==> src/source/rename_pkg.sv <==
// rename package: sizes, tag and value types, reorder buffer entry states
package rename_pkg;

  // machine sizes
  localparam int num_arch  = 32;  // architectural registers, all renamed
  localparam int num_phys  = 64;  // physical registers
  localparam int num_fu    = 2;   // functional units, one read-port pair each
  localparam int rob_depth = 16;  // in-flight instructions

  // derived widths
  localparam int arch_width  = $clog2(num_arch);       // 5
  localparam int tag_width   = $clog2(num_phys);       // 6
  localparam int value_width = 64;                     // datapath width
  localparam int rob_width   = $clog2(rob_depth);      // 4, wraps naturally
  localparam int count_width = $clog2(rob_depth + 1);  // 5, holds 0..rob_depth

  // architectural register index
  typedef logic [arch_width-1:0] arch_reg_t;

  // physical register tag
  typedef logic [tag_width-1:0] phys_tag_t;

  // register value
  typedef logic [value_width-1:0] reg_value_t;

  // rob pointer
  typedef logic [rob_width-1:0] rob_index_t;

  // rob occupancy
  typedef logic [count_width-1:0] rob_count_t;

  // rob entry life cycle
  // empty on reset and after retire, issued at dispatch,
  // done once its tag shows up on the complete bus
  typedef enum logic [1:0] {
    empty  = 2'd0,  // slot unused
    issued = 2'd1,  // waiting for completion
    done   = 2'd2   // result written, may retire
  } rob_state_t;

endpackage

==> src/source/rename_if.sv <==
// rename interface: dispatch allocation shared by register file, map table and rob
interface rename_if;
  import rename_pkg::*;

  logic      fire;           // dispatch accepted this cycle
  arch_reg_t dest;           // destination being renamed
  phys_tag_t new_tag;        // lowest free tag
  logic      tag_available;  // free list not empty
  phys_tag_t old_tag;        // current mapping of dest

  // register file hands out tags
  modport prf (
    input  fire,
    output new_tag,
    output tag_available
  );

  // map table gives the old mapping and takes the new one
  modport map (
    input  fire,
    input  dest,
    input  new_tag,
    output old_tag
  );

  // rob decides acceptance and records both tags
  modport rob (
    output fire,
    output dest,
    input  new_tag,
    input  tag_available,
    input  old_tag
  );

endinterface

==> src/source/map_table.sv <==
// map table: architectural to physical mapping, source lookup and dest remap
module map_table (
  input  logic                 clock,
  input  logic                 reset,
  rename_if.map                alloc,
  input  rename_pkg::arch_reg_t dispatch_src1,
  input  rename_pkg::arch_reg_t dispatch_src2,
  output rename_pkg::phys_tag_t dispatch_src1_tag,
  output rename_pkg::phys_tag_t dispatch_src2_tag
);
  import rename_pkg::*;

  phys_tag_t map [num_arch];  // current speculative mapping

  // lookups see the map before this cycle's dispatch lands,
  // so a source equal to dest gets the old producer
  assign dispatch_src1_tag = map[dispatch_src1];  // operand 1 producer
  assign dispatch_src2_tag = map[dispatch_src2];  // operand 2 producer
  assign alloc.old_tag     = map[alloc.dest];     // freed when this inst retires

  // remap on accepted dispatch
  always_ff @(posedge clock) begin
    if (reset) begin
      for (int i = 0; i < num_arch; i++) begin
        map[i] <= phys_tag_t'(i);  // identity after reset
      end
    end else if (alloc.fire) begin
      map[alloc.dest] <= alloc.new_tag;  // dest now produced by the new tag
    end
  end

endmodule

==> src/flat_wrapper.sv <==
// flat-port wrapper written by rule: the top's interface ports become plain ports
module map_table_flat import rename_pkg::*;
  (clock, reset, dispatch_src1, dispatch_src2, dispatch_src1_tag, dispatch_src2_tag, alloc_fire, alloc_dest, alloc_new_tag, alloc_old_tag);
  rename_if alloc_i ();
  input  logic clock;
  input  logic reset;
  input  rename_pkg::arch_reg_t dispatch_src1;
  input  rename_pkg::arch_reg_t dispatch_src2;
  output rename_pkg::phys_tag_t dispatch_src1_tag;
  output rename_pkg::phys_tag_t dispatch_src2_tag;
  input wire logic [$bits(alloc_i.fire)-1:0] alloc_fire;
  input wire logic [$bits(alloc_i.dest)-1:0] alloc_dest;
  input wire logic [$bits(alloc_i.new_tag)-1:0] alloc_new_tag;
  output wire logic [$bits(alloc_i.old_tag)-1:0] alloc_old_tag;
  assign alloc_i.fire = alloc_fire;
  assign alloc_i.dest = alloc_dest;
  assign alloc_i.new_tag = alloc_new_tag;
  assign alloc_old_tag = alloc_i.old_tag;
  map_table u_core (.clock(clock), .reset(reset), .alloc(alloc_i), .dispatch_src1(dispatch_src1), .dispatch_src2(dispatch_src2), .dispatch_src1_tag(dispatch_src1_tag), .dispatch_src2_tag(dispatch_src2_tag));
endmodule
==> config.mk <==
export PLATFORM = sky130hd
export DESIGN_NAME = map_table_flat
export DESIGN_NICKNAME = d
export VERILOG_FILES = /design/src/source/rename_pkg.sv /design/src/source/rename_if.sv /design/src/source/map_table.sv /design/src/flat_wrapper.sv
export SDC_FILE = /design/constraint.sdc
export NUM_CORES = 1
export LEC_CHECK = 0
export BUFFER_PORTS_ARGS = -buffer_cell sky130_fd_sc_hd__buf_2
export CAP_MARGIN = 15
export CORE_MARGIN = 5
export CORE_UTILIZATION = 50
export CTS_BUF_LIST = sky130_fd_sc_hd__clkbuf_8
export DETAILED_ROUTE_END_ITERATION = 7
export MAX_ROUTING_LAYER = met4
export PLACE_DENSITY = 0.69
export SKIP_LAST_GASP = 1
export SYNTH_ARGS = -nofsm -noshare
export SYNTH_HDL_FRONTEND = slang
export SYNTH_SLANG_ARGS = --single-unit
==> constraint.sdc <==
create_clock -name clock -period 3.1 [get_ports clock]
set_clock_uncertainty 0.2 [all_clocks]
set_input_delay 0.465 -clock clock [delete_from_list [all_inputs] [get_ports clock]]
set_output_delay 0.465 -clock clock [all_outputs]
set_load 0.03 [all_outputs]
==> results of run 1 <==
[Yosys cell counts, types with 3 or more instances]
master	count	area [µm²]
and2_1	56	350
nand4_1	6	37.5
or3b_2	3	26.3
buf_2	11	55.1
a21o_1	16	120
or2_2	16	100
buf_1	9	33.8
mux4_2	163	3670
a22oi_1	24	180
nor3b_1	3	22.5
and3_1	57	357
mux4_1	5	131
buf_6	6	67.6
or3_1	81	507
nor2_1	16	60.1
edfxtp_1	192	5770
clkbuf_1	69	259
nand3b_1	3	22.5
mux2_2	12	135
and3b_1	3	26.3
[metal layers]
| layer | GRT usage [%] | share of wire [%] |
|---|---|---|
| met4 | 9.26 | 3.0 |
| met1 | 43.5 | 38 |
| met5 | - | 0 |
| met2 | 42.0 | 45 |
| met3 | 7.26 | 14 |
[cell families after synthesis]
kind of cell,Yosys count
simple gates,252
flops,192
buf+inv,95
mux,180
compound gates,40
[area by class of cell]
class,count,area [µm²],share of cell area (%)
antenna,1,2.50,0.0187
timing repair buffer,95,921,6.89
sequential,192,5770,43.2
clock buffer,17,234,1.75
tap,319,399,2.99
clock inverter,14,146,1.10
multi-input combinational,472,5890,44.1
[worst max-delay path by stage]
stage                           start                    to  slack, ns
finish              u_core.map[23][5]  dispatch_src1_tag[5]       -0.1
global route        u_core.map[23][5]  dispatch_src1_tag[5]      -0.13
CTS                 u_core.map[23][5]  dispatch_src1_tag[5]      -0.08
detailed placement   dispatch_src2[1]  dispatch_src2_tag[5]      -0.04
global placement     dispatch_src2[1]  dispatch_src2_tag[5]      -0.04
floorplan            dispatch_src1[2]  dispatch_src1_tag[0]       0.15
[layout by cell type (no fill, tap or decap), types with 2 or more instances in the layout]
master,count
edfxtp_1,192
mux4_2,167
or3_1,81
and3_1,57
and2_1,56
buf_4,38
buf_2,27
a22oi_1,24
clkbuf_8,17
buf_12,17
nor2_1,16
or2_2,16
a21o_1,16
mux2_4,12
buf_6,12
nand4_1,6
inv_6,4
inv_8,4
and3b_1,3
or3b_2,3
nand3b_1,3
clkinvlp_4,3
nor3b_1,2
nor4bb_4,2
nand4bb_1,2
[what timing repair did]
action	4_1_cts	5_1_grt
endpoints found under the setup margin	12	12
gates cloned	0	1
buffers inserted	3	7
resized for setup	39	1
[power groups by stage]
stage	Clock, mW	Combinational [mW]	Sequential, mW
finish	1.67	1.25	3.14
global route	1.77	1.29	3.15
CTS	1.67	1.22	3.13
detailed placement	0	1.15	3.19
global placement	0	1.13	3.18
floorplan	0	0.777	3.11
==> run metrics, run 1 <==
status=finished, violations left; failing checks=DRC, setup timing; flops & latches, synth=between 150 and 200; initial antenna violation count=2; I/O Pins=42; Placed Instances=1,067; Period minus WS final=~3.2 ns; Crit path buffers/inverters=1; maximum vdd drop=around 0.22 mV; post-synth net total=~780; Slew headroom=50.1%; Gate power share=between 20% and 30%; yosys synthesis warning count=0; max-cap violations=0; clock root buffer=clkbuf_8; Chip Height=~160 µm; NetSw=approximately 1.8 mW; Biggest register=u_core.map; Avg WL per Cell=around 34 µm; Peak Freq=between 300 and 400 MHz; Power Total=6.07 mW; simple-gate share of the synthesized area=about an eighth; Detailed Routing Iterations Pass 1=7; post-route antenna net violation count=0; global placement routability congestion=a little under 1; static leakage=between 4 and 5 nW; drt initial violations=around 1,600; Final HPWL DP=about 27,000 µm; vias in the first global route=~8,000; RSZ-0062 raised after global routing=yes; Syn Inst Count=about 760; Die ar.=around 27,000 µm²; Post-CTS Hold Buffers=0; PwrDens=454 nW/µm²; WP depth=4; final worst slack=-0.0994 ns; mux cell area share after synthesis=32.8%; EDFF count, synth=approximately 190; CP top delay family=multiplexers; Final period util=103%; Initial Util=51.0%; Slowest-stage cell, CP=mux4_2; Synth Area in Compound Gates=2.50%; Worst-path clk slew=0.12 ns; CTS sink cnt=between 150 and 200; share of cells above drive strength 1=between 40% and 50%; Syn Area/Cell=15.8 µm²; register area share after synthesis=48.1%; hold slack=0.498 ns; num rows=56; Post-Layout Inst Area=between 10,000 and 15,000 µm²; startpoint types=register; DP Area=roughly 13,000 µm²; crit path max fanout=3; non-filler cells, final=~1,100; CP peak stage delay=approximately 0.56 ns; Adder-Cell Fraction of Synth Area=0%; nets=802; internal power=4.26 mW; Sw Share=29.7%; HP Class=input pin to register; hold path cells=2; biggest regs=u_core.map (192); via count=between 8,000 and 9,000; netlist area before placement=approximately 12,000 µm²; largest net degree at the start of global routing=41; setup violators final=6; Max Transition Viols Final=0; main combinational cell family by area after synthesis=multiplexers; clock power share=between 20% and 30%; count of cell types in the netlist=26; ys flop type=edfxtp_1; DR vias/cell=~7.4; Layout area overhead=11.3%; CTS H-tree lvls=4; Critical Path, Cell by Cell=mux4_2 > mux4_2 > mux2_4 > buf_6; Hold Path End=u_core.map[19][3]; Core Util, Final=between 50% and 60%; Sequential Power Share=between 50% and 60%; Fin Setup TNS=-0.162 ns; chip width=165 µm; post-synthesis xor/xnor area fraction=0%; hold_sp=alloc_new_tag[3]; DRC viols=1; Routed WL=38,200 µm; # fillers=1,855; total gr overflow=0; max FFs per register=between 150 and 200; Setup crit end kind=output pin; first-pass GRT wire length=55,600 µm; CTS tree=done; Longest Clk Path Bufs=2; port bufs=slightly above 40; worst-margin pin slew=0.748 ns; Critical Path AT=2.53 ns; CORE AREA=about 24,000 µm²; Synth async-reset ratio=0%; Inserted Clock Buffers=17; Hold Fails Final Rpt=0; WS Path Type=register to output pin; Worst EP required=2.43 ns; GRT Total Usage=between 20% and 30%; Post-Place Setup Slack=-0.0436 ns; Most common cell on crit path=mux4_2
No activity file was read; power rests on OpenSTA's default activity.
==> run 2: changes to the inputs <==
--- a/config.mk
+++ b/config.mk
@@ -13,6 +13,7 @@
 export DETAILED_ROUTE_END_ITERATION = 7
 export MAX_ROUTING_LAYER = met4
 export PLACE_DENSITY = 0.69
+export SETUP_SLACK_MARGIN = 0.5
 export SKIP_LAST_GASP = 1
 export SYNTH_ARGS = -nofsm -noshare
 export SYNTH_HDL_FRONTEND = slang
==> run metrics, run 2 (synthesis gave the netlist of run 1 again) <==
max FFs per register=192 (unchanged); Chip Height=165 µm (unchanged); clock root buffer=clkbuf_8; num rows=56 (unchanged); Critical Path AT=2.46 ns (-0.07 ns); startpoint types=register; CTS H-tree lvls=4 (unchanged); nets=789 (-1.6%); Hold Fails Final Rpt=0 (unchanged); RSZ-0062 raised after global routing=yes; DR vias/cell=7.65 (+3.5%); Core Util, Final=56.8% (about the same); PwrDens=448 nW/µm² (-1.3%); DP Area=12,800 µm² (about the same); GRT Total Usage=30.4% (+0.60 points); HP Class=input pin to register; Inserted Clock Buffers=17 (unchanged); hold path cells=2 (unchanged); first-pass GRT wire length=57,000 µm (+2.7%); hold_sp=alloc_new_tag[2]; drt initial violations=1,329 (-18%); port bufs=41 (unchanged); post-route antenna net violation count=0 (unchanged); Slew headroom=49.6% (-0.56 points); Post-Layout Inst Area=13,400 µm² (about the same); Layout area overhead=11.4% (about the same); largest net degree at the start of global routing=37 (-9.8%); global placement routability congestion=0.952 (-2.3%); Worst Setup SP=u_core.map[15][5]; DRC viols=0 (-1); # fillers=1,853 (-0.11%); Post-Place Setup Slack=0.0740 ns (+0.118 ns); failing checks=setup timing; share of cells above drive strength 1=42.2% (+0.64 points); Longest Clk Path Bufs=2 (unchanged); Avg WL per Cell=35.0 µm (+1.7%); Final HPWL DP=26,600 µm (-1.8%); Setup crit end=dispatch_src1_tag[5]; CTS tree=done; final worst slack=-0.0273 ns (+0.0721 ns); most frequent cells in the layout=192 x edfxtp_1, 167 x mux4_2, 81 x or3_1, 57 x and3_1, 56 x and2_1; WS Path Type=register to output pin; Biggest register=u_core.map; max-cap violations=0 (unchanged); Worst-path clk slew=0.11 ns (about the same); Power Total=5.99 mW (-1.2%); Peak Freq=320 MHz (+2.3%); maximum vdd drop=0.243 mV (+12%); biggest regs=u_core.map (192); Period minus WS final=3.13 ns (-0.0721 ns); chip width=165 µm (unchanged); I/O Pins=42 (unchanged); Die ar.=27,200 µm² (unchanged); Detailed Routing Iterations Pass 1=5 (-2); via count=8,402 (+2.5%); Routed WL=38,500 µm (+0.66%); Worst EP required=2.43 ns (about the same); worst-margin pin slew=0.757 ns (+0.00842 ns); most common cell after layout, fill and taps aside=edfxtp_1; total gr overflow=0 (unchanged); CTS sink cnt=192 (unchanged); status=finished, violations left; setup violators final=7 (+1); Max Transition Viols Final=0 (unchanged); Final period util=101% (-2.3 points); CORE AREA=23,500 µm² (unchanged); vias in the first global route=8,220 (+3.0%); Setup crit end kind=output pin; static leakage=4.57 nW (-1.1%); Initial Util=51.0% (unchanged); crit path max fanout=3 (unchanged); initial antenna violation count=2 (unchanged)
## run 2: area by class of cell
cell class / count / area (µm²) / share of cell area (%)
antenna: 2 / 5.00 / 0.0374
clock buffer: 17 / 234 / 1.75
clock inverter: 15 / 129 / 0.964
multi-input combinational: 472 / 5960 / 44.6
sequential: 192 / 5770 / 43.1
tap: 319 / 399 / 2.99
timing repair buffer: 82 / 877 / 6.56
## run 2: timing repair
action	4_1_cts	5_1_grt
pin swaps	12	3
hold buffers	0	0
gates resized for setup	49	4
cloned	2	0
endpoints found under the setup margin	18	18
buffers inserted	1	0
## run 2: how the worst min path moves through the flow
stage	to
detailed placement	u_core.map[11][2]
finish	u_core.map[11][2]
global placement	u_core.map[11][2]
global route	u_core.map[3][2]
CTS	u_core.map[3][2]
floorplan	u_core.map[30][4]
## run 2: per-stage QoR
stage                     cells  TNS (ns)  hold slack [ns]
after global placement     1062         0            0.957
after floorplan             759         0            0.445
final                      1099   -0.0673            0.477
after global routing       1099    -0.557            0.469
after detailed placement   1062         0            0.968
after CTS                  1097   -0.0311            0.457
## run 2: report_power, final
group / internal [mW] / switching [mW]
Clock: 0.580 / 1.00
Sequential: 3.00 / 0.155
Combinational: 0.616 / 0.646
Total: 4.19 / 1.80
## run 2: routing by layer
metal	track usage, %	vias up	wire, µm
met2	44.4	800	17600
met3	9.73	120	5420
met5	-	-	0
met1	40.2	4298	13600
li1	-	3184	-
met4	11.8	0	1890
## run 2: critical path: stages (launching register included)
cell	delay (ns)
edfxtp_1	0.46
mux4_2	0.55
mux4_2	0.53
mux2_4	0.30
buf_6	0.14
==> run 3: changes to the inputs <==
--- a/config.mk
+++ b/config.mk
@@ -5,11 +5,11 @@
 export SDC_FILE = /design/constraint.sdc
 export NUM_CORES = 1
 export LEC_CHECK = 0
+export ABC_AREA = 1
 export BUFFER_PORTS_ARGS = -buffer_cell sky130_fd_sc_hd__buf_2
 export CAP_MARGIN = 15
 export CORE_MARGIN = 5
 export CORE_UTILIZATION = 50
-export CTS_BUF_LIST = sky130_fd_sc_hd__clkbuf_8
 export DETAILED_ROUTE_END_ITERATION = 7
 export MAX_ROUTING_LAYER = met4
 export PLACE_DENSITY = 0.69
==> run metrics, run 3 <==
met3 wire len=7400 µm (+37%); Avg WL per Cell=23.6 µm (-33%); clock root buffer=clkbuf_16; WS Path Type=input pin to output pin; top cell types by occurrence after synthesis=927 x nand2_1, 289 x nand3_1, 192 x edfxtp_1, 139 x nor2_1, 79 x clkbuf_1; Layout area overhead=13.7%; Syn Area/Cell=6.92 µm² (-56%); max FFs per register=192 (unchanged); setup violators final=0 (-7); Post-CTS Hold Buffers=0 (unchanged); cell taking the most area after synthesis=edfxtp_1; Setup crit end kind=output pin; largest net degree at the start of global routing=59 (+59%); Slew headroom=38.1% (-12 points); via count=13,300 (+58%); Syn Inst Count=1,805 (+140%); highest metal used=met4; CTS tree=done; RSZ-0062 raised after global routing=yes; drt initial violations=2,735 (+110%); total gr overflow=0 (unchanged); Max Transition Viols Final=0 (unchanged); Worst EP required=2.43 ns (about the same); startpoint types=input pin; Fin Setup TNS=0 ns (+0.0673 ns); yosys synthesis warning count=0 (unchanged); HP Class=input pin to register; ys flop type=edfxtp_1; status=complete, no violations; chip width=168 µm (+1.9%); hold slack=0.421 ns (-0.0557 ns); first-pass GRT wire length=72,200 µm (+26%); initial antenna violation count=1 (-1); worst-margin pin slew=0.928 ns (+0.172 ns); CTS H-tree lvls=4 (unchanged); wire length on met1=18,500 µm (+36%); top-count cell post-synth=nand2_1; Power Total=6.62 mW (+10%); global placement routability congestion=1.03 (+8.4%); share of cells above drive strength 1=11.2% (-31 points); Most common cell on crit path=nand2_1; Detailed Routing Iterations Pass 1=8 (+3); Biggest register=u_core.map; Crit path buffers/inverters=5 (+4); EDFF count, synth=192 (unchanged); netlist area before placement=12,500 µm² (+4.1%); num rows=57 (+1.8%); non-filler cells, final=2,140 (+95%); Slowest-stage cell, CP=nand2_1; static leakage=5.99 nW (+31%); WP depth=12 (+8); Hold Fails Final Rpt=0 (unchanged); Core Util, Final=58.1% (+1.3 points); Routed WL=50,400 µm (+31%); Routed met2 length=21,800 µm (+24%); biggest regs=u_core.map (192); max-cap violations=0 (unchanged); Critical Path, Cell by Cell=buf_2 > inv_2 > nand2_2 > inv_4 > buf_8 > nand2_1 > nand4_1 > nand2_1 > nand2_1 > nor2_1 > nand2_1 > buf_4; DR vias/cell=6.21 (-19%); PwrDens=466 nW/µm² (+3.8%); Chip Height=168 µm (+1.9%); Placed Instances=2,091 (+97%); Synth async-reset ratio=0% (unchanged); flops & latches, synth=192 (unchanged); CP peak stage delay=0.19 ns (-0.36 ns); Longest Clk Path Bufs=2 (unchanged); Worst-path clk slew=0.08 ns (-0.03 ns); most frequent cells in the layout=915 x nand2_1, 289 x nand3_1, 192 x edfxtp_1, 132 x nor2_1, 48 x nand4_1; count of cell types in the netlist=16 (-38%); CORE AREA=24,500 µm² (+3.9%); post-synth net total=1,829 (+130%); Critical Path AT=1.95 ns (-0.51 ns); maximum vdd drop=0.313 mV (+29%); Peak Freq=383 MHz (+20%); Inserted Clock Buffers=17 (unchanged); register area share after synthesis=46.1% (-1.9 points); I/O Pins=42 (unchanged); GRT Total Usage=34.1% (+3.7 points); port bufs=41 (unchanged); DRC viols=0 (unchanged); vias in the first global route=11,600 (+41%); synth top area cells=edfxtp_1 46%, nand2_1 28%, nand3_1 12%; CP top delay family=simple AND/OR/NAND/NOR gates; hold path cells=4 (+2); Final HPWL DP=30,300 µm (+14%); Period minus WS final=2.61 ns (-0.513 ns); post-route antenna net violation count=0 (unchanged); top-area cell type share of the netlist area=46.1% (-1.9 points); nets=1,827 (+130%); Die ar.=28,300 µm² (+3.9%); Final period util=84.3% (-17 points); most common cell after layout, fill and taps aside=nand2_1; Initial Util=51.1% (+0.11 points); crit path max fanout=18 (+15); CTS sink cnt=192 (unchanged)
==> run 3: through the flow <==
stage	cell area [µm²]	worst slack, ns
2_1_floorplan	12500	0.688
3_3_place_gp	13100	0.345
3_5_place_dp	13100	0.315
4_1_cts	13700	0.487
5_1_grt	14200	0.456
6_report	14200	0.486
==> run 3: area by class of cell <==
class / instances / area (µm²)
Antenna cell: 1 / 2.50
Clock buffer: 18 / 429
Clock inverter: 13 / 101
Fill cell: 2238 / 10200
Inverter: 65 / 269
Multi-Input combinational cell: 1431 / 6080
Sequential cell: 192 / 5770
Tap cell: 324 / 405
Timing Repair Buffer: 96 / 1160
==> run 3: cell families after synthesis <==
logic type	share of synthesized area [%]
buffers and inverters	5.70
DFF	46.1
and+or+nand+nor	48.2
==> run 3: timing repair <==
| item | CTS | global route |
|---|---|---|
| cloned | 2 | 12 |
| pin swaps | 1 | 9 |
| buffers inserted | 1 | 2 |
| hold endpoints to repair | 0 | 0 |
| setup endpoints to repair | 7 | 18 |
| resized for setup | 5 | 62 |
==> run 3: per-layer routing <==
layer  vias to the layer above  global-route usage, %
met1                      6015                   47.4
met4                         0                   12.5
li1                       5858                      -
met5                         -                      -
met2                      1183                   50.4
met3                       232                   6.00
==> run 3: path summary, 6_finish.rpt <==
path,slack [ns],end,start
hold / removal,0.42,u_core.map[23][1],alloc_new_tag[1]
setup / recovery,0.49,alloc_old_tag[1],alloc_dest[1]
==> run 3: where the power goes <==
group,switching (mW),internal [mW]
Combinational,0.919,0.403
Clock,1.10,1.04
Sequential,0.157,3.00
