**config.mk**
```make
export PLATFORM = sky130hd
export DESIGN_NAME = reorder_buffer_flat
export DESIGN_NICKNAME = d
export VERILOG_FILES = /design/src/source/rename_pkg.sv /design/src/source/rename_if.sv /design/src/source/reorder_buffer.sv /design/src/flat_wrapper.sv
export SDC_FILE = /design/constraint.sdc
export NUM_CORES = 1
export LEC_CHECK = 0
export BUFFER_PORTS_ARGS = -buffer_cell sky130_fd_sc_hd__buf_2
export CAP_MARGIN = 20
export CORE_AREA = 3 3 130 258
export CTS_CLUSTER_SIZE = 16
export DETAILED_ROUTE_END_ITERATION = 12
export DIE_AREA = 0 0 133 261
export GPL_ROUTABILITY_DRIVEN = 1
export PLACE_DENSITY = 0.62
export SLEW_MARGIN = 25
export SYNTH_ARGS = -nofsm -noshare
export SYNTH_HDL_FRONTEND = slang
export SYNTH_SLANG_ARGS = --single-unit
```
**constraint.sdc**
```tcl
create_clock -name clock -period 7.5 [get_ports clock]
set_input_delay 1.5 -clock clock [delete_from_list [all_inputs] [get_ports clock]]
set_output_delay 1.5 -clock clock [all_outputs]
set_load 0.1 [all_outputs]
```
**src/source/rename_pkg.sv**
```systemverilog
// rename package: sizes, tag and value types, reorder buffer entry states
package rename_pkg;

  // machine sizes
  localparam int num_arch  = 32;  // architectural registers, all renamed
  localparam int num_phys  = 64;  // physical registers
  localparam int num_fu    = 2;   // functional units, one read-port pair each
  localparam int rob_depth = 16;  // in-flight instructions

  // derived widths
  localparam int arch_width  = $clog2(num_arch);       // 5
  localparam int tag_width   = $clog2(num_phys);       // 6
  localparam int value_width = 64;                     // datapath width
  localparam int rob_width   = $clog2(rob_depth);      // 4, wraps naturally
  localparam int count_width = $clog2(rob_depth + 1);  // 5, holds 0..rob_depth

  // architectural register index
  typedef logic [arch_width-1:0] arch_reg_t;

  // physical register tag
  typedef logic [tag_width-1:0] phys_tag_t;

  // register value
  typedef logic [value_width-1:0] reg_value_t;

  // rob pointer
  typedef logic [rob_width-1:0] rob_index_t;

  // rob occupancy
  typedef logic [count_width-1:0] rob_count_t;

  // rob entry life cycle
  // empty on reset and after retire, issued at dispatch,
  // done once its tag shows up on the complete bus
  typedef enum logic [1:0] {
    empty  = 2'd0,  // slot unused
    issued = 2'd1,  // waiting for completion
    done   = 2'd2   // result written, may retire
  } rob_state_t;

endpackage

```
**src/source/rename_if.sv**
```systemverilog
// rename interface: dispatch allocation shared by register file, map table and rob
interface rename_if;
  import rename_pkg::*;

  logic      fire;           // dispatch accepted this cycle
  arch_reg_t dest;           // destination being renamed
  phys_tag_t new_tag;        // lowest free tag
  logic      tag_available;  // free list not empty
  phys_tag_t old_tag;        // current mapping of dest

  // register file hands out tags
  modport prf (
    input  fire,
    output new_tag,
    output tag_available
  );

  // map table gives the old mapping and takes the new one
  modport map (
    input  fire,
    input  dest,
    input  new_tag,
    output old_tag
  );

  // rob decides acceptance and records both tags
  modport rob (
    output fire,
    output dest,
    input  new_tag,
    input  tag_available,
    input  old_tag
  );

endinterface

```
**src/source/reorder_buffer.sv**
```systemverilog
// reorder buffer: dispatch accept, completion marking, in-order retire of old tags
module reorder_buffer (
  input  logic                 clock,
  input  logic                 reset,
  rename_if.rob                alloc,
  // dispatch handshake
  input  logic                 dispatch_valid,
  input  rename_pkg::arch_reg_t dispatch_dest,
  output logic                 dispatch_ready,
  // completion snoop
  input  logic                 complete_valid,
  input  rename_pkg::phys_tag_t complete_tag,
  // retire handshake
  input  logic                 retire_ready,
  output logic                 retire_valid,
  output rename_pkg::arch_reg_t retire_dest,
  output rename_pkg::phys_tag_t retire_tag,
  output logic                 retire_fire,
  output rename_pkg::phys_tag_t retire_old_tag
);
  import rename_pkg::*;

  // entry payload
  arch_reg_t  dest_q    [rob_depth];  // architectural dest
  phys_tag_t  tag_q     [rob_depth];  // new tag
  phys_tag_t  old_tag_q [rob_depth];  // previous mapping
  // entry control
  rob_state_t state_q   [rob_depth];

  rob_index_t head;       // oldest entry
  rob_index_t tail;       // next free slot
  rob_count_t count;      // entries in flight
  logic       running;    // low through reset and one cycle after
  logic       full;
  logic [rob_depth-1:0] complete_hit;  // entry tag seen on the bus

  assign full = (count == rob_count_t'(rob_depth));

  // accept only with a tag and a slot
  assign dispatch_ready = running && alloc.tag_available && !full;
  assign alloc.fire     = dispatch_valid && dispatch_ready;
  assign alloc.dest     = dispatch_dest;  // map lookup of the old tag

  // head is offered once done, held until taken
  assign retire_valid   = (state_q[head] == done);
  assign retire_fire    = retire_valid && retire_ready;
  assign retire_dest    = dest_q[head];
  assign retire_tag     = tag_q[head];
  assign retire_old_tag = old_tag_q[head];  // back to the free list

  // tags of in-flight entries are unique, at most one hit
  always_comb begin
    for (int i = 0; i < rob_depth; i++) begin
      complete_hit[i] = complete_valid && (state_q[i] == issued) &&
                        (tag_q[i] == complete_tag);
    end
  end

  // entry states
  // fire and retire never hit the same slot since full blocks dispatch
  // and an empty rob has nothing to retire
  always_ff @(posedge clock) begin
    if (reset) begin
      for (int i = 0; i < rob_depth; i++) begin
        state_q[i] <= empty;
      end
    end else begin
      for (int i = 0; i < rob_depth; i++) begin
        if (alloc.fire && rob_index_t'(i) == tail) begin
          state_q[i] <= issued;  // new instruction
        end else if (retire_fire && rob_index_t'(i) == head) begin
          state_q[i] <= empty;  // popped
        end else if (complete_hit[i]) begin
          state_q[i] <= done;  // retire_valid rises next cycle at earliest
        end
      end
    end
  end

  // pointers and count
  always_ff @(posedge clock) begin
    if (reset) begin
      head    <= '0;
      tail    <= '0;
      count   <= '0;
      running <= 1'b0;
    end else begin
      running <= 1'b1;
      if (alloc.fire) begin
        tail <= tail + 1'b1;  // wraps at rob_depth
      end
      if (retire_fire) begin
        head <= head + 1'b1;
      end
      case ({alloc.fire, retire_fire})
        2'b10:   count <= count + 1'b1;
        2'b01:   count <= count - 1'b1;
        default: count <= count;  // none or both
      endcase
    end
  end

  // payload written at the tail
  always_ff @(posedge clock) begin
    if (alloc.fire) begin
      dest_q[tail]    <= alloc.dest;
      tag_q[tail]     <= alloc.new_tag;
      old_tag_q[tail] <= alloc.old_tag;
    end
  end

endmodule

```
**src/flat_wrapper.sv**
```systemverilog
// flat-port wrapper written by rule: the top's interface ports become plain ports
module reorder_buffer_flat import rename_pkg::*;
  (clock, reset, dispatch_valid, dispatch_dest, dispatch_ready, complete_valid, complete_tag, retire_ready, retire_valid, retire_dest, retire_tag, retire_fire, retire_old_tag, alloc_fire, alloc_dest, alloc_new_tag, alloc_tag_available, alloc_old_tag);
  rename_if alloc_i ();
  input  logic clock;
  input  logic reset;
  input  logic dispatch_valid;
  input  rename_pkg::arch_reg_t dispatch_dest;
  output logic dispatch_ready;
  input  logic complete_valid;
  input  rename_pkg::phys_tag_t complete_tag;
  input  logic retire_ready;
  output logic retire_valid;
  output rename_pkg::arch_reg_t retire_dest;
  output rename_pkg::phys_tag_t retire_tag;
  output logic retire_fire;
  output rename_pkg::phys_tag_t retire_old_tag;
  output wire logic [$bits(alloc_i.fire)-1:0] alloc_fire;
  output wire logic [$bits(alloc_i.dest)-1:0] alloc_dest;
  input wire logic [$bits(alloc_i.new_tag)-1:0] alloc_new_tag;
  input wire logic [$bits(alloc_i.tag_available)-1:0] alloc_tag_available;
  input wire logic [$bits(alloc_i.old_tag)-1:0] alloc_old_tag;
  assign alloc_fire = alloc_i.fire;
  assign alloc_dest = alloc_i.dest;
  assign alloc_i.new_tag = alloc_new_tag;
  assign alloc_i.tag_available = alloc_tag_available;
  assign alloc_i.old_tag = alloc_old_tag;
  reorder_buffer u_core (.clock(clock), .reset(reset), .alloc(alloc_i), .dispatch_valid(dispatch_valid), .dispatch_dest(dispatch_dest), .dispatch_ready(dispatch_ready), .complete_valid(complete_valid), .complete_tag(complete_tag), .retire_ready(retire_ready), .retire_valid(retire_valid), .retire_dest(retire_dest), .retire_tag(retire_tag), .retire_fire(retire_fire), .retire_old_tag(retire_old_tag));
endmodule
```
==> run_results.csv, run 1 <==
group,metric,value,unit
synth,async_reset_ff_share,0,%
floorplan,placementRows,92,
cells_and_area,multiInputGateArea,4450,µm²
routing,wl_per_cell,26.9,µm
synth,synth_top_area_share,64.2,%
global_route,grt_pass1_wl,51900,µm
placement,hpwl,23800,µm
cells_and_area,final_cells,1311,
global_route,grt_start_max_net_pins,50,
cells_and_area,syn_to_final_growth,11.8,%
synth,synthTopCellsByArea,"edfxtp_1 (64%), mux4_2 (13%), xor2_1 (3.8%)",
floorplan,dieHeight,261,µm
worst_hold_path,hp-class,"register to register",
synth,synth_cells,816,
synth,yosysTopAreaCell,"edfxtp_1",
timing,finalSetupViolCount,0,
cells_and_area,fin_util,50.2,%
setup_path,path_buf_inv,3,
timing,skew,0.00580,ns
worst_hold_path,min_path_cells,2,
synth,syn_area,14200,µm²
timing,period_share,66.4,%
worst_hold_path,min_from,"u_core.count[4]",
global_route,antenna_found_initial,2,
clock_tree,insertion_delay,0.55,ns
floorplan,design.core.area,31700,µm²
synth,ys_ff_latch,322,
cells_and_area,regArea,9500,µm²
setup_path,required,6.00,ns
power,cellPowerDensity,234,nW/µm²
cells_and_area,drive_above_1_share,25.2,%
synth,seq_area_frac_synth,66.7,%
timing,tightest_slew,1.05,ns
clock_tree,path_clk_slew,0.07,ns
timing,relSlewSlack,29.3,%
power,cellLeakagePower,5.06,nW
setup_path,crit_type,"register to output port",
floorplan,fp.dieArea,34700,µm²
floorplan,die_w,133,µm
power,ir_drop,0.170,mV
setup_path,crit_path_max_fanout,35,
placement,dp_cells,1259,
clock_tree,cts-resized-gates,0,
clock_tree,post_cts.repair.setup_buffers,0,
routing,vias_per_cell,5.71,
routing,initialDrtViolationCount,540,
synth,syn-num-nets,858,
placement,place_congestion,0.851,
setup_path,reg2reg_depth,12,
setup_path,crit_chain,"buf_16 -> buf_4 -> mux4_2 -> mux4_2 -> buf_2",
routing,routed_wl,35200,µm
setup_path,crit_family,"buffers and inverters",
global_route,grt.total_usage,20.5,%
setup_path,cpMostUsedCell,"mux4_2",
synth,synth-edff-count,304,
routing,first_pass_iters,4,
clock_tree,htreeDepth,1,
timing,drv_slew,0,
run_status,status,"complete, no violations",
setup_path,endpoint_kind,"output port",
placement,portBuffers,54,
cells_and_area,fin_nets,909,
routing,drcViolationCount,0,
synth,synth-main-ff-cell,"edfxtp_1",
synth,yosys_warnings,0,
setup_path,slowest_delay,0.62,ns
setup_path,rrSetupSlack,3.33,ns
setup_path,r2r-end,"u_core.count[4]",
timing,fmax,201,MHz
synth,syn_avg_cell_area,17.4,µm²
clock_tree,cts_tree,"yes",
clock_tree,cts_root_buf,"clkbuf_16",
setup_path,start_kind,"register",
setup_path,slowest_stage,"mux4_2",
routing,via_count,7490,
worst_hold_path,worst_hold_path.endpoint,"u_core.count[4]",
clock_tree,cts-buffers-inserted,28,
flow_run,drv_cap,0,
timing,hold_viol_final,0,
timing,fin_tns_setup,0,ns
floorplan,floorplan.initialDensity,44.9,%
timing,finalCriticalPeriod,4.98,ns
cells_and_area,nFillCells,2639,
timing,rsz0062_at_grt,"no",
setup_path,cp.arrival,3.48,ns
clock_tree,cts_max_path_buffers,3,
synth,netlist-cell-type-count,50,
global_route,grt_pass1_vias,8008,
global_route,overflow,0,
clock_tree,cts_hold_buffers,0,
routing,drtAntennaViolNets,0,
floorplan,ios,55,
clock_tree,cts_sinks,322,
-- cell type report --
cell class / count / share of cell area [%]
tap: 423 / 3.33
clock buffer: 34 / 4.68
antenna: 2 / 0.0315
timing repair buffer: 75 / 2.82
multi-input combinational: 427 / 28.0
inverter: 13 / 0.307
clock inverter: 15 / 1.09
sequential: 322 / 59.7
-- where the power goes --
| group | leakage, nW | internal, mW | switching [mW] |
|---|---|---|---|
| sequential | 2.92 | 1.98 | 0.0144 |
| clock | 0.443 | 0.840 | 0.622 |
| combinational | 1.70 | 0.0875 | 0.184 |
| total | 5.06 | 2.91 | 0.820 |
-- cells in the mapped netlist, types with 9 or more instances --
cell type,n
ha_1,12
or4b_1,10
xnor2_1,43
nor2_1,29
nor4b_1,11
nor3_1,38
nor4_1,24
dfxtp_1,18
nand4_1,11
nand2_1,16
edfxtp_1,304
nand3_1,9
clkbuf_1,23
inv_1,13
mux4_2,85
a21oi_1,11
buf_2,19
xor2_1,61
-- worst max-delay path by stage --
stage	end	from	depth (start not counted)	slack, ns
after floorplan	u_core.state_q[0][0]	alloc_tag_available	7	1.50
after global routing	retire_fire	register	7	2.32
after global placement	retire_dest[0]	register	4	2.82
after detailed placement	retire_old_tag[2]	register	4	2.81
after CTS	retire_old_tag[5]	register	4	2.19
final	retire_dest[0]	register	5	2.52
-- registers in the layout (all words and copies together), names as in the netlist, named ones only --
signal            count
u_core.state_q       32
u_core.running        1
u_core.dest_q        80
u_core.count          5
u_core.tail           4
u_core.tag_q         96
u_core.old_tag_q     96
u_core.head           4
-- placed cells by master, fill, tap and decap left out, drive strengths merged, types with 3 or more instances in the layout --
| cell type | instances |
|---|---|
| a21oi | 11 |
| buf | 75 |
| bufinv | 4 |
| clkbuf | 34 |
| clkinv | 9 |
| dfxtp | 18 |
| edfxtp | 304 |
| ha | 12 |
| inv | 14 |
| mux4 | 85 |
| nand2 | 16 |
| nand2b | 3 |
| nand3 | 9 |
| nand4 | 12 |
| nand4b | 7 |
| nor2 | 30 |
| nor2b | 6 |
| nor3 | 38 |
| nor3b | 7 |
| nor4 | 25 |
| nor4b | 12 |
| o21ai | 4 |
| o22a | 3 |
| o2bb2ai | 4 |
| or3 | 6 |
| or4b | 10 |
| xnor2 | 43 |
| xor2 | 61 |
-- metal layers --
| metal | global-route usage, % | wire [µm] | part of all wire (%) | up-vias |
|---|---|---|---|---|
| met4 | 13.1 | 2370 | 6.7 | 0 |
| met1 | 21.7 | 11900 | 34 | 3882 |
| met3 | 2.42 | 1360 | 3.9 | 78 |
| met5 | 0 | 0 | 0 | - |
| li1 | - | - | - | 3342 |
| met2 | 38.1 | 19600 | 56 | 188 |
-- worst reg2reg max path, cell delays in order (launching register included) --
cell and delay, ns:
dfxtp_2 0.98, or3b_1 0.45, o22a_1 0.18, o22a_1 0.22
nand4_2 0.48, inv_1 0.13, ha_1 0.30, fa_1 0.43
a21o_1 0.19, a21oi_1 0.20, xor2_1 0.10, or3_1 0.31
a21oi_1 0.13
-- logic make-up after synthesis --
family	synth area share (%)
flops	66.7
mux	13.8
fa+ha+maj	1.20
compound gates	1.37
buf+inv	2.28
xor+xnor	6.41
simple gates	8.26
-- per-stage QoR --
step	total power [mW]	hold WS [ns]	cell area, µm²	worst slack [ns]
after floorplan	2.23	0.459	14200	1.50
after global placement	2.30	0.472	14900	2.82
after detailed placement	2.30	0.488	14900	2.81
after CTS	3.76	0.498	15900	2.19
after global routing	3.84	0.546	15900	2.32
final	3.73	0.489	15900	2.52
No activity file was read; power rests on OpenSTA's default activity.
==> inputs of run 2 (changes only) <==
PLACE_DENSITY = 0.64   (was 0.62)
clock period = 4.54 ns   (was 7.5 ns; I/O delays follow)
==> run 2 against run 1 <==
Net effect:
- combinational power is 65% higher
- critical path type unchanged
- hold slack better by 0.013 ns
- sequential share of layout area is 0.075 points lower
- sequential cell count stayed put
- routed wire length is 5.7% higher
- register-to-register slack worse by 2.3 ns
- non-clock buffer count is 11 higher
- die area stayed put
- clock-buffer cell count is 4 lower
- sequential power is 66% higher
==> run_results.csv, run 2 (synthesis results as in run 1) <==
group,metric,value,unit
power,sequentialPowerShare,55.2,%
clock_tree,insertion_delay,0.55,ns
timing,fmax,236,MHz
global_route,antenna_found_initial,0,
power,cellPowerDensity,376,nW/µm²
power,pwr-share-comb,7.5,%
cells_and_area,fin_area,15900,µm²
floorplan,floorplan.initialDensity,44.9,%
cells_and_area,diodes,0,
setup_path,required,3.63,ns
routing,wl_per_cell,28.2,µm
cells_and_area,mostFrequentLayoutCells,"edfxtp_1 (304), mux4_2 (85), xor2_1 (61)",
setup_path,endpoint_kind,"output port",
power,sw_frac_of_total,22.8,%
cells_and_area,fin_nets,919,
setup_path,crit_chain,"buf_4 -> mux4_2 -> mux4_2 -> buf_2",
timing,drv_slew,0,
routing,drcViolationCount,0,
routing,initialDrtViolationCount,679,
setup_path,slowest_delay,0.80,ns
worst_hold_path,worst_hold_path.endpoint,"u_core.count[4]",
power,ir_drop,0.366,mV
worst_hold_path,min_path_cells,2,
power,switchingPower,1.36,mW
setup_path,cpMostUsedCell,"mux4_2",
routing,via_count,7852,
routing,first_pass_iters,5,
global_route,grt_start_max_net_pins,48,
clock_tree,cts-buffers-inserted,27,
run_status,status,"complete, no violations",
clock_tree,post_cts.repair.setup_buffers,0,
global_route,grt_pass1_vias,8206,
cells_and_area,drive_above_1_share,26.4,%
timing,hold_viol_final,0,
power,power_frac_clock,37.4,%
setup_path,crit_type,"register to output port",
timing,finalCriticalPeriod,4.23,ns
floorplan,design.core.area,31700,µm²
clock_tree,cts_tree,"yes",
setup_path,slowest_stage,"dfxtp_4",
placement,place_area,15100,µm²
placement,dp_cells,1271,
cells_and_area,top_regs,"u_core.old_tag_q x96, u_core.tag_q x96, u_core.dest_q x80",
global_route,grt_pass1_wl,54500,µm
worst_hold_path,min_from,"u_core.count[4]",
setup_path,r2r-end,"u_core.count[4]",
clock_tree,path_clk_slew,0.07,ns
cells_and_area,final_cells,1320,
floorplan,fp.dieArea,34700,µm²
placement,portBuffers,54,
setup_path,start_kind,"register",
timing,period_share,93.2,%
placement,place_congestion,0.869,
power,internal-power,4.62,mW
timing,tightest_slew,0.877,ns
timing,skew,0.0120,ns
cells_and_area,final_common_cell,"edfxtp_1",
timing,finalSetupViolCount,0,
clock_tree,cts-resized-gates,0,
routing,vias_per_cell,5.95,
timing,relSlewSlack,41.1,%
floorplan,ios,55,
routing,routed_wl,37200,µm
clock_tree,cts_max_path_buffers,3,
power,finalPower,5.98,mW
placement,hpwl,25300,µm
timing,fin_tns_setup,0,ns
setup_path,rrSetupSlack,1.01,ns
flow_run,drv_cap,0,
global_route,grt.total_usage,21.6,%
cells_and_area,fin_util,50.3,%
floorplan,die_w,133,µm
clock_tree,cts_hold_buffers,0,
cells_and_area,syn_to_final_growth,11.9,%
clock_tree,cts_root_buf,"clkbuf_16",
routing,drtAntennaViolNets,0,
setup_path,crit_path_max_fanout,38,
global_route,overflow,0,
floorplan,dieHeight,261,µm
power,cellLeakagePower,5.07,nW
worst_hold_path,hp-class,"register to register",
clock_tree,cts_sinks,322,
setup_path,reg2reg_depth,12,
setup_path,cp.arrival,3.32,ns
clock_tree,htreeDepth,1,
timing,rsz0062_at_grt,"no",
floorplan,placementRows,92,
run 2: metrics by stage:
| step | setup WS [ns] | hold slack (ns) |
|---|---|---|
| 5_1_grt | 0.134 | 0.527 |
| 2_1_floorplan | 0.277 | 0.470 |
| 4_1_cts | 0.230 | 0.507 |
| 3_5_place_dp | 0.835 | 0.498 |
| 3_3_place_gp | 0.838 | 0.491 |
| 6_report | 0.308 | 0.502 |
run 2: worst max path at each step:
stage,from,to,slack [ns],depth (start not counted)
after floorplan,alloc_tag_available,u_core.state_q[12][0],0.28,7
after global placement,register,retire_tag[0],0.84,4
after detailed placement,register,retire_tag[0],0.83,4
after CTS,register,retire_tag[0],0.23,4
after global routing,register,retire_tag[0],0.13,4
final,register,retire_tag[0],0.31,4
run 2: layout make-up:
class                   instances  area [µm²]
fillers                      2622       15700
multi-input cells             427        4480
repair buffers                 86         536
clock inverters                19         145
well taps                     423         529
inverters                      13        48.8
flip-flops and latches        322        9500
clock buffers                  30         687
run 2: critical path: cells and delay by family, from the launching register on:
family	cells	cell delay, ns
buffers and inverters	2	0.83
flip-flops	1	0.80
multiplexers	2	1.08
run 2: power groups by stage:
stage	Sequential [mW]	Combinational (mW)	Clock, mW
floorplan	3.34	0.344	0
global placement	3.36	0.447	0
detailed placement	3.36	0.449	0
CTS	3.30	0.451	2.28
global route	3.30	0.474	2.38
finish	3.30	0.447	2.23
run 2: metal layers:
layer  global-route usage [%]  vias up  wire (µm)
met5                        0        -          0
met4                     13.5        0       2620
met3                     2.42      106       1480
met2                     40.2      281      20500
met1                     23.0     4109      12600
li1                         -     3356          -
==> inputs of run 3 (changes only) <==
GPL_TIMING_DRIVEN = 0   (was unset)
MAX_ROUTING_LAYER = met4   (was unset)
==> run 3 against run 2 <==
Net effect:
- sequential power is essentially flat
- hold slack improved by 0.017 ns
- die area stayed put
- clock skew up 0.0083 ns
- sequential share of layout area decreased by 1.7 points
- largest cell class unchanged
- highest routed layer unchanged
==> run_results.csv, run 3 (synthesis results as in run 1) <==
group,metric,value,unit
run_status,status,"complete, no violations",
timing,finalCriticalPeriod,4.33,ns
setup_path,reg2reg_depth,13,
floorplan,ios,55,
clock_tree,cts_sinks,322,
global_route,met2_usage,42.8,%
timing,drv_slew,0,
routing,routed_wl,39100,µm
global_route,grt_pass1_vias,8419,
routing,via_count,7795,
cells_and_area,fin_nets,955,
clock_tree,cts-buffers-inserted,29,
cells_and_area,drive_above_1_share,27.1,%
power,power_frac_clock,38.4,%
clock_tree,cts_tree,"yes",
placement,pre_cts_ws,0.486,ns
clock_tree,htreeDepth,1,
global_route,grt.total_usage,23.5,%
timing,skew,0.0203,ns
setup_path,required,3.63,ns
cells_and_area,syn_to_final_growth,15.1,%
cells_and_area,top_regs,"u_core.old_tag_q x96, u_core.tag_q x96, u_core.dest_q x80",
floorplan,design.core.area,31700,µm²
cells_and_area,diodes,0,
placement,portBuffers,47,
timing,finalSetupViolCount,0,
routing,drtAntennaViolNets,0,
timing,period_share,95.3,%
timing,fmax,231,MHz
routing,wl_per_cell,28.9,µm
clock_tree,path_clk_slew,0.07,ns
global_route,antenna_found_initial,0,
timing,relSlewSlack,25.3,%
floorplan,fp.dieArea,34700,µm²
timing,hold_viol_final,0,
routing,initialDrtViolationCount,549,
floorplan,floorplan.initialDensity,44.9,%
flow_run,drv_cap,0,
global_route,overflow,0,
global_route,met1_usage,22.9,%
floorplan,placementRows,92,
setup_path,rrSetupSlack,0.98,ns
setup_path,start_kind,"register",
floorplan,die_w,133,µm
global_route,busiest_layer,"met2",
clock_tree,insertion_delay,0.56,ns
power,cellPowerDensity,374,nW/µm²
setup_path,crit_chain,"buf_4 -> buf_4 -> clkbuf_4 -> mux4_2 -> mux4_2 -> buf_2",
global_route,gr-usage-met3,2.46,%
setup_path,crit_path_max_fanout,10,
cells_and_area,fin_util,51.7,%
routing,first_pass_iters,5,
power,sw_frac_of_total,23.2,%
power,pwr-share-comb,8.0,%
setup_path,slowest_stage,"mux4_2",
clock_tree,cts_root_buf,"clkbuf_16",
global_route,grt_pass1_wl,56400,µm
placement,place_congestion,0.918,
floorplan,dieHeight,261,µm
global_route,grt_start_max_net_pins,20,
timing,setup_slack,0.213,ns
setup_path,cp.arrival,3.42,ns
power,sequentialPowerShare,53.6,%
placement,hpwl,28600,µm
worst_hold_path,hp-class,"register to register",
setup_path,slowest_delay,0.56,ns
cells_and_area,nFillCells,2593,
power,internal-power,4.71,mW
timing,rsz0062_at_grt,"no",
setup_path,r2r-end,"u_core.count[4]",
clock_tree,cts_max_path_buffers,3,
routing,drcViolationCount,0,
setup_path,crit_type,"register to output port",
power,cellLeakagePower,5.23,nW
timing,tightest_slew,1.11,ns
cells_and_area,final_common_cell,"edfxtp_1",
routing,vias_per_cell,5.75,
cells_and_area,mostFrequentLayoutCells,"edfxtp_1 (304), mux4_2 (85), buf_2 (65)",
setup_path,endpoint_kind,"output port",
clock_tree,post_cts.repair.setup_buffers,0,
power,ir_drop,0.283,mV
power,switchingPower,1.42,mW
setup_path,crit_path_end,"retire_old_tag[1]",
[run 3: area by class of cell]
| class | instances | area (µm²) | area share, % |
|---|---|---|---|
| inverter | 13 | 48.8 | 0.298 |
| clock buffer | 34 | 744 | 4.55 |
| tap | 423 | 529 | 3.23 |
| sequential | 322 | 9490 | 58.0 |
| timing repair buffer | 66 | 593 | 3.62 |
| clock inverter | 16 | 146 | 0.894 |
| multi-input combinational | 427 | 4530 | 27.7 |
| buffer | 54 | 285 | 1.74 |
[run 3: how the worst min path moves through the flow]
| stage | startpoint | to | slack [ns] | cells after the start |
|---|---|---|---|---|
| final | u_core.count[4] | u_core.count[4] | 0.52 | 2 |
| after global routing | u_core.count[4] | u_core.count[4] | 0.54 | 2 |
| after CTS | u_core.count[4] | u_core.count[4] | 0.53 | 2 |
| after detailed placement | u_core.count[4] | u_core.count[4] | 0.52 | 2 |
| after global placement | u_core.count[4] | u_core.count[4] | 0.50 | 2 |
| after floorplan | u_core.count[4] | u_core.count[4] | 0.47 | 2 |
[run 3: per-layer routing]
metal | vias to the layer above | share of wire [%]
li1 | 3439 | -
met2 | 239 | 55
met5 | - | 0
met1 | 4018 | 33
met3 | 99 | 3.7
met4 | 0 | 8.8
[run 3: what timing repair did]
item                                    in CTS  in global routing
endpoints found under the setup margin      17                 17
hold buffers                                 0                  0
gates resized for setup                      3                  2
[run 3: power by group through the flow]
stage / logic (mW) / clock network (mW) / registers [mW]
5_1_grt: 0.520 / 2.50 / 3.29
3_5_place_dp: 0.493 / 0 / 3.35
4_1_cts: 0.495 / 2.40 / 3.28
6_report: 0.490 / 2.35 / 3.29
2_1_floorplan: 0.344 / 0 / 3.34
3_3_place_gp: 0.485 / 0 / 3.35
[run 3: worst max-delay path, delay by kind of cell (launching register included)]
kind	cells	cell delay, ns
buf+inv	4	1.22
mux	2	1.09
flops	1	0.52
[run 3: through the flow]
step / std cells / cell area, µm² / power [mW] / setup TNS, ns / hold slack (ns)
after floorplan: 816 / 14200 / 3.69 / 0 / 0.470
after global placement: 1286 / 15000 / 3.83 / -11.81 / 0.500
after detailed placement: 1305 / 15500 / 3.84 / 0 / 0.517
after CTS: 1355 / 16400 / 6.18 / 0 / 0.531
after global routing: 1355 / 16400 / 6.31 / 0 / 0.544
final: 1355 / 16400 / 6.13 / 0 / 0.519
